**src/source/clkgn_pkg.sv**
```systemverilog
`default_nettype none

package clkgn_pkg;

  // ==================================================
  // divide select
  // ==================================================

  // one bit per supported ratio
  localparam int div_w = 15;

  // one-hot divide vector
  // bit k selects ratio k+2
  // lowest set bit wins
  // all zero behaves as ratio 2
  typedef logic [div_w-1:0] div_vec_t;

  // phase counter width
  // last phase of ratio 16 is 15
  localparam int cnt_w = 4;

  // ==================================================
  // stretch timing
  // ==================================================

  // decision to stretch enable at the dividers
  localparam int str_pipe_len = 2;

  // pulse mode delay for stretch ratios above 3
  localparam int str_long_dly = 4;

  // repeat mode spacing between stretches
  localparam int str_repeat_len = 3;

  // stretch control state
  // idle waits for a trigger
  // armed runs the stretch counter for one pulse
  // repeat stretches on a fixed spacing while the trigger holds
  typedef enum logic [1:0] {
    str_idle   = 2'd0,
    str_armed  = 2'd1,
    str_repeat = 2'd2
  } stretch_mode_e;

endpackage

`default_nettype wire

```
**src/source/clk_divider.sv**
```systemverilog
`timescale 1ns/1ps
`default_nettype none

module clk_divider
  import clkgn_pkg::*;
(
  input  wire logic     ctu_clsp,
  input  wire logic     rst_n,
  input  wire div_vec_t div_vec,
  input  wire logic     init_l,
  input  wire logic     stretch_l,
  output logic          dom_div,
  output logic          align_edge
);

  // ==================================================
  // ratio decode
  // ==================================================

  // last phase of a period, ratio minus one
  logic [cnt_w-1:0] last_ph;
  // number of high phases, floor(ratio/2)
  logic [cnt_w-1:0] half_ph;
  // phase counter
  logic [cnt_w-1:0] cnt;
  // previous cycle was a stretch hold
  logic             held;
  logic             wrap;

  always_comb
  begin
    // default is ratio 2
    last_ph = cnt_w'(1);
    half_ph = cnt_w'(1);
    // walk down so the lowest set bit is applied last
    for (int k = div_w - 1; k >= 0; k--)
    begin
      if (div_vec[k])
      begin
        last_ph = cnt_w'(k + 1);
        half_ph = cnt_w'((k + 2) / 2);
      end
    end
  end

  // also catches a ratio lowered mid period
  assign wrap = (cnt >= last_ph);

  // ==================================================
  // phase counter and outputs
  // ==================================================

  always_ff @(posedge ctu_clsp or negedge rst_n)
  begin
    if (!rst_n)
    begin
      cnt        <= '0;
      held       <= 1'b0;
      dom_div    <= 1'b0;
      align_edge <= 1'b0;
    end
    else
    begin
      // parked at phase 0 until released
      if (!init_l)
        cnt <= '0;
      // stretch holds the phase one extra cycle
      else if (stretch_l)
        cnt <= wrap ? '0 : cnt + cnt_w'(1);

      held <= init_l & ~stretch_l;

      // high phase first, then low phase
      dom_div <= init_l & (cnt < half_ph);

      // one pulse per period, even when phase 0 is held
      align_edge <= init_l & (cnt == '0) & ~held;
    end
  end

endmodule

`default_nettype wire

```
**src/source/clkgn_fstlog.sv**
```systemverilog
`timescale 1ns/1ps
`default_nettype none

module clkgn_fstlog
  import clkgn_pkg::*;
(
  input  wire logic     ctu_clsp,
  input  wire logic     rst_n,
  input  wire div_vec_t cdiv_vec,
  input  wire div_vec_t ddiv_vec,
  input  wire div_vec_t jdiv_vec,
  input  wire div_vec_t stretch_cnt_vec,
  input  wire logic     start_clk,
  input  wire logic     bypclksel,
  input  wire logic     clk_stretch_trig,
  input  wire logic     clk_stretch_cnt_val_6,
  output logic          cmp_div,
  output logic          dram_div,
  output logic          jbus_div,
  output logic          jbus_dup_div,
  output logic          jbus_mult_rst_l,
  output logic          jbus_alt_bypsel_l
);

  // common release for the domain dividers
  logic init_l;
  // common stretch enable, active low
  logic stretch_l;
  logic jbus_main_div;
  logic dup_align_edge;

  // ==================================================
  // domain dividers
  // ==================================================

  clk_divider cmp_div_inst (
    .ctu_clsp   (ctu_clsp),
    .rst_n      (rst_n),
    .div_vec    (cdiv_vec),
    .init_l     (init_l),
    .stretch_l  (stretch_l),
    .dom_div    (cmp_div),
    .align_edge ()
  );

  clk_divider dram_div_inst (
    .ctu_clsp   (ctu_clsp),
    .rst_n      (rst_n),
    .div_vec    (ddiv_vec),
    .init_l     (init_l),
    .stretch_l  (stretch_l),
    .dom_div    (dram_div),
    .align_edge ()
  );

  clk_divider jbus_div_inst (
    .ctu_clsp   (ctu_clsp),
    .rst_n      (rst_n),
    .div_vec    (jdiv_vec),
    .init_l     (init_l),
    .stretch_l  (stretch_l),
    .dom_div    (jbus_main_div),
    .align_edge ()
  );

  // duplicate jbus divider
  // runs from reset, never stretched
  clk_divider jbus_dup_div_inst (
    .ctu_clsp   (ctu_clsp),
    .rst_n      (rst_n),
    .div_vec    (jdiv_vec),
    .init_l     (1'b1),
    .stretch_l  (1'b1),
    .dom_div    (jbus_dup_div),
    .align_edge (dup_align_edge)
  );

  // ==================================================
  // start-up and stretch control
  // ==================================================

  start_sequencer start_sequencer_inst (
    .ctu_clsp          (ctu_clsp),
    .rst_n             (rst_n),
    .start_clk         (start_clk),
    .bypclksel         (bypclksel),
    .dup_align_edge    (dup_align_edge),
    .jbus_main_div     (jbus_main_div),
    .jbus_dup_div      (jbus_dup_div),
    .init_l            (init_l),
    .jbus_div          (jbus_div),
    .jbus_mult_rst_l   (jbus_mult_rst_l),
    .jbus_alt_bypsel_l (jbus_alt_bypsel_l)
  );

  // trigger is sampled on the selected jbus output
  stretch_ctrl stretch_ctrl_inst (
    .ctu_clsp              (ctu_clsp),
    .rst_n                 (rst_n),
    .init_l                (init_l),
    .jbus_div              (jbus_div),
    .clk_stretch_trig      (clk_stretch_trig),
    .clk_stretch_cnt_val_6 (clk_stretch_cnt_val_6),
    .stretch_cnt_vec       (stretch_cnt_vec),
    .stretch_l             (stretch_l)
  );

endmodule

`default_nettype wire

```
**src/source/start_sequencer.sv**
```systemverilog
`timescale 1ns/1ps
`default_nettype none

module start_sequencer
  import clkgn_pkg::*;
(
  input  wire logic ctu_clsp,
  input  wire logic rst_n,
  input  wire logic start_clk,
  input  wire logic bypclksel,
  input  wire logic dup_align_edge,
  input  wire logic jbus_main_div,
  input  wire logic jbus_dup_div,
  output logic      init_l,
  output logic      jbus_div,
  output logic      jbus_mult_rst_l,
  output logic      jbus_alt_bypsel_l
);

  // ==================================================
  // start capture
  // ==================================================

  // last start level seen on a duplicate alignment edge
  logic start_cap;
  logic start_cap_nxt;

  // start_clk only counts on the duplicate jbus edge
  // so the released dividers line up with the jbus phase
  assign start_cap_nxt = dup_align_edge ? start_clk : start_cap;

  always_ff @(posedge ctu_clsp or negedge rst_n)
  begin
    if (!rst_n)
    begin
      start_cap <= 1'b0;
      init_l    <= 1'b0;
    end
    else
    begin
      start_cap <= start_cap_nxt;
      // sticky release, only reset clears it
      init_l    <= init_l | start_cap_nxt;
    end
  end

  // ==================================================
  // jbus output select
  // ==================================================

  // free running duplicate keeps jbus alive before release
  // main divider takes over once all domains start together
  assign jbus_div = init_l ? jbus_main_div : jbus_dup_div;

  // alternate bypass select only before release
  assign jbus_alt_bypsel_l = ~init_l & bypclksel;

  // ==================================================
  // jbus multiplier reset
  // ==================================================

  always_ff @(posedge ctu_clsp or negedge rst_n)
  begin
    if (!rst_n)
    begin
      jbus_mult_rst_l <= 1'b0;
    end
    else
    begin
      // held in reset until released
      // then set by the first main jbus high phase and kept
      jbus_mult_rst_l <= init_l & (jbus_mult_rst_l | jbus_main_div);
    end
  end

endmodule

`default_nettype wire

```
**src/source/stretch_ctrl.sv**
```systemverilog
`timescale 1ns/1ps
`default_nettype none

module stretch_ctrl
  import clkgn_pkg::*;
(
  input  wire logic     ctu_clsp,
  input  wire logic     rst_n,
  input  wire logic     init_l,
  input  wire logic     jbus_div,
  input  wire logic     clk_stretch_trig,
  input  wire logic     clk_stretch_cnt_val_6,
  input  wire div_vec_t stretch_cnt_vec,
  output logic          stretch_l
);

  // jbus edge detect
  logic                      jbus_q;
  logic                      jbus_rise;
  // trigger sampled on jbus rise, and its one-shot
  logic                      trig_ff;
  logic                      trig_q;
  logic                      trig_1sht;
  // mode state
  stretch_mode_e             state;
  stretch_mode_e             state_nxt;
  // stretch counter alignment pulse
  logic                      pstretch;
  logic                      pstretch_dec;
  // pulse mode delays and repeat ring
  logic                      short_dly;
  logic [str_long_dly-1:0]   long_pipe;
  logic                      pulse_dec;
  logic [str_repeat_len-1:0] rep_ring;
  logic                      rep_active;
  logic                      rep_dec_q;
  // merged decision and enable pipe
  logic                      str_dec;
  logic [str_pipe_len-1:0]   en_pipe;

  // ==================================================
  // trigger capture
  // ==================================================

  assign jbus_rise = jbus_div & ~jbus_q;
  assign trig_1sht = trig_ff & ~trig_q;

  always_ff @(posedge ctu_clsp or negedge rst_n)
  begin
    if (!rst_n)
    begin
      jbus_q  <= 1'b0;
      trig_ff <= 1'b0;
      trig_q  <= 1'b0;
    end
    else
    begin
      jbus_q <= jbus_div;
      // trigger comes from the jbus domain
      if (jbus_rise)
        trig_ff <= clk_stretch_trig;
      trig_q <= trig_ff;
    end
  end

  // ==================================================
  // mode FSM
  // ==================================================

  always_comb
  begin
    state_nxt = state;
    case (state)
      str_idle:
      begin
        if (clk_stretch_cnt_val_6 && trig_ff)
          state_nxt = str_repeat;
        else if (!clk_stretch_cnt_val_6 && trig_1sht)
          state_nxt = str_armed;
      end
      // one counted stretch, then back to idle
      str_armed:
      begin
        if (pstretch)
          state_nxt = str_idle;
      end
      str_repeat:
      begin
        if (!clk_stretch_cnt_val_6 || !trig_ff)
          state_nxt = str_idle;
      end
      default:
        state_nxt = str_idle;
    endcase
    // nothing to stretch before the dividers run
    if (!init_l)
      state_nxt = str_idle;
  end

  // stretch counter only runs while armed
  clk_divider stretch_cnt_inst (
    .ctu_clsp   (ctu_clsp),
    .rst_n      (rst_n),
    .div_vec    (stretch_cnt_vec),
    .init_l     (state == str_armed),
    .stretch_l  (1'b1),
    .dom_div    (),
    .align_edge (pstretch)
  );

  // ==================================================
  // decision timing
  // ==================================================

  // ratio 2 or 3 takes the short delay
  assign short_dly = stretch_cnt_vec[0] | stretch_cnt_vec[1] | (stretch_cnt_vec == '0);

  assign pstretch_dec = pstretch & (state == str_armed);
  // first stage is the short tap
  assign pulse_dec    = short_dly ? long_pipe[0] : long_pipe[str_long_dly-1];
  assign rep_active   = (state == str_repeat);

  // Stretching is suppressed entirely until init_l is up.
  assign str_dec = init_l & (clk_stretch_cnt_val_6 ? rep_dec_q : pulse_dec);

  always_ff @(posedge ctu_clsp or negedge rst_n)
  begin
    if (!rst_n)
    begin
      state     <= str_idle;
      long_pipe <= '0;
      rep_ring  <= str_repeat_len'(1);
      rep_dec_q <= 1'b0;
      en_pipe   <= '1;
    end
    else
    begin
      state     <= state_nxt;
      long_pipe <= {long_pipe[str_long_dly-2:0], pstretch_dec};
      // ring restarts whenever repeat mode is not active
      if (!rep_active || rep_ring[str_repeat_len-1])
        rep_ring <= str_repeat_len'(1);
      else
        rep_ring <= rep_ring << 1;
      rep_dec_q <= rep_active & rep_ring[str_repeat_len-1];
      // active low enable toward the dividers
      en_pipe   <= {en_pipe[str_pipe_len-2:0], ~str_dec};
    end
  end

  // common to cmp, dram and jbus
  assign stretch_l = en_pipe[str_pipe_len-1];

endmodule

`default_nettype wire
```
**config.mk**
```make
export PLATFORM = sky130hd
export DESIGN_NAME = clkgn_fstlog
export DESIGN_NICKNAME = d
export VERILOG_FILES = /design/src/source/clkgn_pkg.sv /design/src/source/clk_divider.sv /design/src/source/clkgn_fstlog.sv /design/src/source/start_sequencer.sv /design/src/source/stretch_ctrl.sv
export SDC_FILE = /design/constraint.sdc
export NUM_CORES = 1
export LEC_CHECK = 0
export BUFFER_PORTS_ARGS = -buffer_cell sky130_fd_sc_hd__buf_2
export CAP_MARGIN = 20
export CELL_PAD_IN_SITES_DETAIL_PLACEMENT = 1
export CELL_PAD_IN_SITES_GLOBAL_PLACEMENT = 1
export CORE_MARGIN = 4
export CORE_UTILIZATION = 35
export DETAILED_ROUTE_END_ITERATION = 8
export GPL_ROUTABILITY_DRIVEN = 0
export PLACE_DENSITY_LB_ADDON = 0.1
export SYNTH_ARGS = -nofsm -noshare
export SYNTH_HDL_FRONTEND = slang
export SYNTH_SLANG_ARGS = --single-unit
```
**constraint.sdc**
```tcl
create_clock -name ctu_clsp -period 3.5 [get_ports ctu_clsp]
set_input_delay 0.7 -clock ctu_clsp [delete_from_list [all_inputs] [get_ports ctu_clsp]]
set_output_delay 0.7 -clock ctu_clsp [all_outputs]
set_load 0.01 [all_outputs]
```
======== Word level (Yosys, flattened, before mapping) ========
Index checks and enable logic that the tools add are counted.
cells by class
  $lt $le $gt $ge ......................... 9
  reduce and logical (&&, ||, !) cells .... 12
  bitwise logic cells ..................... 19
  add/sub/neg operators ................... 5
  multiplexer cells ....................... 128
  equality and inequality tests ........... 6
operators with widths
  operator                                             count
  two-way mux 4 bit                                    117
  adder 4 x 1 -> 4 bit, second input constant          5
  >= comparator 4 bit                                  5
  < comparator 4 bit                                   4
  logical NOT 15 bit                                   1
  bitwise AND 1 bit                                    11
  two-way mux 2 bit                                    5
  logical NOT 4 bit                                    2
  one-hot mux 2 bit (3 select lines)                   1
  two-way mux 1 bit                                    4
  != test 4 x 2 -> 1 bit, second input constant        1
  inverter 1 bit                                       4
  OR 1 bit                                             4
  logical NOT 1 bit                                    3
  two-way mux 3 bit                                    1
  != test 3 x 2 -> 1 bit, second input constant        1
  != test 3 bit, second input constant                 1
  AND reduction 3 bit                                  1
  equality test 2 x 1 -> 1 bit, second input constant  1
  equality test 2 bit, second input constant           1
  logical AND 1 bit                                    2
  logical NOT 2 bit                                    1
  logical OR 1 bit                                     2
  != test 2 x 1 -> 1 bit, second input constant        1
storage, ports and cells
  logic and storage cells ................. 201
  flip-flop bits (word level) ............. 44
  output and inout port bits .............. 6

======== Longest topological paths before layout ========
  depth after elaboration ................. 19
  depth in mapped cells ................... 11
  mapped depth without buffers ............ 11

======== Modules after synthesis ========
Synthesis repeated with hierarchy kept, for this count alone.
unflattened totals
  cell total of the unflattened synthesis .. 478
  area, all modules ....................... 4149.0 µm²
modules (own cells, without submodules)
  module                                            area an instance (µm²)  cells an instance  instances  sequential area each (µm²)
  clk_divider (cmp_div_inst ...)                    689.4                   85                 3          175.2
  clk_divider (jbus_dup_div_inst)                   716.9                   90                 1          175.2
  clk_divider (stretch_ctrl_inst.stretch_cnt_inst)  678.2                   83                 1          175.2
  stretch_ctrl                                      560.5                   41                 1          379.1
  start_sequencer                                   121.4                   8                  1          75.1
  clkgn_fstlog                                      3.8                     1                  1          0.0

======== Worst setup path before layout ========
OpenSTA, ideal clock, no wires.
  path type ............................... input-to-reg
  from .................................... input jdiv_vec[5]
  to ...................................... register jbus_div_inst.cnt[3]
  arrival time ............................ 2.550 ns
  stages on the path ...................... 8
  required time ........................... 3.376 ns
  path slack .............................. 0.826 ns
  cells stage by stage .................... or3_1 > nor4_1 > o21ai_0 > ha_1 > o21ai_0 > o21ai_0 > nor3_1 > a211o_1
between the ends
  longest elaborated chain between the ends .. 10
RTL lines
  what                             RTL line            source
  from (decl)                      clkgn_fstlog.sv:11  input wire div_vec_t jdiv_vec,
  two-way mux 4 bit (6 in series)  clk_divider.sv:38   if (div_vec[k])
  >= comparator 4 bit              clk_divider.sv:47   assign wrap = (cnt >= last_ph);
  two-way mux 4 bit                clk_divider.sv:69   cnt <= wrap ? '0 : cnt + cnt_w'(1);
  two-way mux 4 bit                clk_divider.sv:68   else if (stretch_l)
  two-way mux 4 bit                clk_divider.sv:65   if (!init_l)
  to (signal assigned)             clk_divider.sv:69
  to (decl)                        clk_divider.sv:25   logic [cnt_w-1:0] cnt;
No other way between the ends. The select of a mux whose other input is x is not followed.
A chain may end at the register's enable or synchronous reset.

======== Final worst setup path ========
Same ends and word-level chain as after synthesis.

==> key figures <==
Floorplanning
  • I/O Pins: 72
  • Core area: 8850 um^2
  • Die H: 104 um
  • Die area: 10800 um^2
  • Initial Utilization: 36.4%
  • Chip Width: 104 um
  • Std cell rows: 34

Final layout
  • Layout Nets: 560
  • Post-route cell area: around 3800 um^2
  • Share of cells above drive strength 1: 19.5%
  • Synth-to-Final Area Change: 19.4%
  • Most common cell after layout, fill and taps aside: buf_2
  • Most frequent cells in the layout: buf_2 (71), nor2_1 (54), dfrtp_1 (41), ha_1 (39), o21ai_0 (30)
  • # diodes: 0

Hold path
  • Tightest Hold Check Type: input port to async pin

Logic synthesis
  • Top cell type's share of synthesized area: 31.8%
  • Sequential share of the synthesized area: about a third
  • Yosys reg bits: between 40 and 50
  • Mapped Area: 3220 um^2
  • Yosys cell types: slightly above 40
  • Largest cells by area after synthesis: dfrtp_1 (32%), ha_1 (15%), nor2_1 (6.3%), o21ai_0 (4.7%), nor3_1 (3.7%)
  • Post-Syn Nets: 481
  • Avg Inst Size Synth: 8.58 um^2
  • Synth Area in Compound Gates: about a fifth
  • EDFF count, synth: 0
  • Synth Area in Adders: 15.1%
  • Cell taking the most area after synthesis: dfrtp_1
  • Post-synthesis simple-gate area fraction: 23.8%
  • Mux share of post-synthesis cell area: 1.36%
  • Largest family of logic cells by synthesized area: simple AND/OR/NAND/NOR gates
  • Cells after Synth: between 300 and 400
  • FFs w/ async S/R, synth: 100%
  • Primary FF master, synth: dfrtp_1
  • Xor/xnor share of the synthesized area: 1.09%
  • YS warnings: 0

GRT
  • Total Routing Usage GR: between 10% and 20%
  • First-pass GRT wire length: 14200 um
  • Vias in the first global route: between 3000 and 4000
  • Antenna violations before repair: 0
  • Gr ovfl total: 0
  • Largest net degree at the start of global routing: 45

Place
  • Placed Area: 3710 um^2
  • HPWL after DPL: around 6700 um
  • Port Buf Inserts: 71
  • Dpl ws: approximately 340 ps

Flow run
  • Max Cap Viol: 0

Worst setup path
  • Depth of the worst register-to-register path: 7
  • Crit Path Class: input port to flop
  • Worst path cell trace: buf_2 -> or3_1 -> nor4_1 -> o21ai_0 -> ha_1 -> o21ai_0 -> o21ai_0 -> nor3_1 -> a211o_1
  • Slowest-stage cell, CP: o21ai_0
  • Worst Path Max Fanout: 6
  • Crit path depth: 9
  • WP buf/inv: 1
  • Critical Path AT: 3050 ps
  • Most used cell, CP: o21ai_0
  • CP peak stage delay: approximately 490 ps
  • Kind of cell adding the most delay to the critical path: compound AO/OA/AOI/OAI gates
  • Crit start category: input port
  • Crit. End Element: flop
  • WP data required: 3690 ps

Timing
  • Max Clock Skew: 4.53 ps
  • Fin. Hold Viols: 0
  • Final worst setup slack: around 640 ps
  • Actual transition at the worst max-transition pin: roughly 700 ps
  • Final Setup Violations: 0
  • Hold_ws: 215 ps
  • Unrepaired setup endpoints after global routing: false
  • Fin crit period: 2860 ps
  • Sum of negative setup slack: 0 ps
  • Final max-slew violation count: 0
  • Slew headroom: 53.1%
  • Final Cycle Share: between 80% and 90%
  • F_max: 350 MHz

Routing
  • Wirelength per Cell: 14.5 um
  • Post-DRT Antenna Nets: 0
  • DR pass1 iterations: 4
  • Drt first-iter violations: 60
  • Vias per inst: 5.35
  • Via count: about 3000
  • Residual DRC: 0
  • Total Wirelength: 8190 um

Clock network
  • Clk_lat worst skew: roughly 300 ps
  • Clk buf depth: 2
  • Reg clk slew, reported paths: about 90 ps
  • H-Tree Depth: 2
  • Post-CTS Setup Inserts: 0
  • Hold-fix buffers, CTS: 0
  • CTS resizes: 0
  • Root Buffer: clkbuf_8
  • Num CTS Buffers: 5
  • Clock sink count: 44
  • CTS tree: built

Power and ir drop
  • Peak VDD IR: 246 uV
  • Pwr Total: 2030 uW
  • Leak: 0.00184 uW
  • Pwr dens: 528 nW/um^2

Status
  • Status: complete, no violations
-- registers in the layout (all words and copies together), names as in the netlist, 2 cells and up --
signal / flops
cmp_div_inst.cnt: 4
stretch_ctrl_inst.en_pipe: 2
stretch_ctrl_inst.rep_ring: 3
stretch_ctrl_inst.long_pipe: 4
jbus_div_inst.cnt: 4
stretch_ctrl_inst.state: 2
stretch_ctrl_inst.stretch_cnt_inst.cnt: 4
dram_div_inst.cnt: 4
jbus_dup_div_inst.cnt: 4
-- layout make-up --
class | count | area, um^2
clock inverters | 3 | 46.3
inverters | 27 | 101
well taps | 108 | 135
multi-input cells | 305 | 2020
repair buffers | 72 | 375
fillers | 1107 | 5000
clock buffers | 5 | 68.8
flip-flops and latches | 44 | 1100
-- path summary, 6_finish.rpt --
kind	start	end	slack, ps
max in group asynchronous	rst_n	stretch_ctrl_inst.en_pipe[1]	2790
worst min-delay path	rst_n	jbus_dup_div_inst.cnt[2]	220
worst max register to register	dram_div_inst.cnt[0]	dram_div_inst.cnt[2]	1460
min in group ctu_clsp	stretch_ctrl_inst.long_pipe[1]	stretch_ctrl_inst.long_pipe[2]	370
worst min register to register	stretch_ctrl_inst.long_pipe[1]	stretch_ctrl_inst.long_pipe[2]	370
worst max-delay path	jdiv_vec[5]	jbus_div_inst.cnt[3]	640
-- cells in the mapped netlist (6+ instances only) --
library cell	number
nor2b_1	6
dfrtp_1	41
a21o_1	15
nor2_1	54
nand3_1	6
inv_1	26
nor3b_1	7
a211o_1	6
ha_1	39
a21oi_1	11
a211oi_1	10
nand2_1	24
nand2b_1	9
nor3_1	24
o31ai_1	13
nor4_1	12
o21ai_0	30
-- per-layer routing --
metal | wire length [um] | global-route usage [%]
met1 | 3990 | 20.4
met2 | 3830 | 26.5
met3 | 296 | 2.73
met4 | 76 | 3.42
met5 | 0 | 0
-- per-stage QoR --
stage / std cells / util [%]
after CTS: 563 / 43.3
after floorplan: 376 / -
after global routing: 564 / 43.5
final: 564 / 43.5
after global placement: 555 / 42.0
after detailed placement: 555 / 42.0
-- power breakdown --
group | internal (uW) | switching (uW)
registers | 665 | 136
clock network | 215 | 187
logic | 389 | 439
total | 1270 | 762
-- logic make-up after synthesis --
kind of cell | after synthesis
adder cells (fa/ha/maj) | 39
XOR/XNOR | 4
flip-flops | 44
AND/OR/NAND/NOR | 157
buffers and inverters | 27
multiplexers | 4
AO/OA/AOI/OAI | 101
Note: power is estimated with default switching activity, not from simulation.
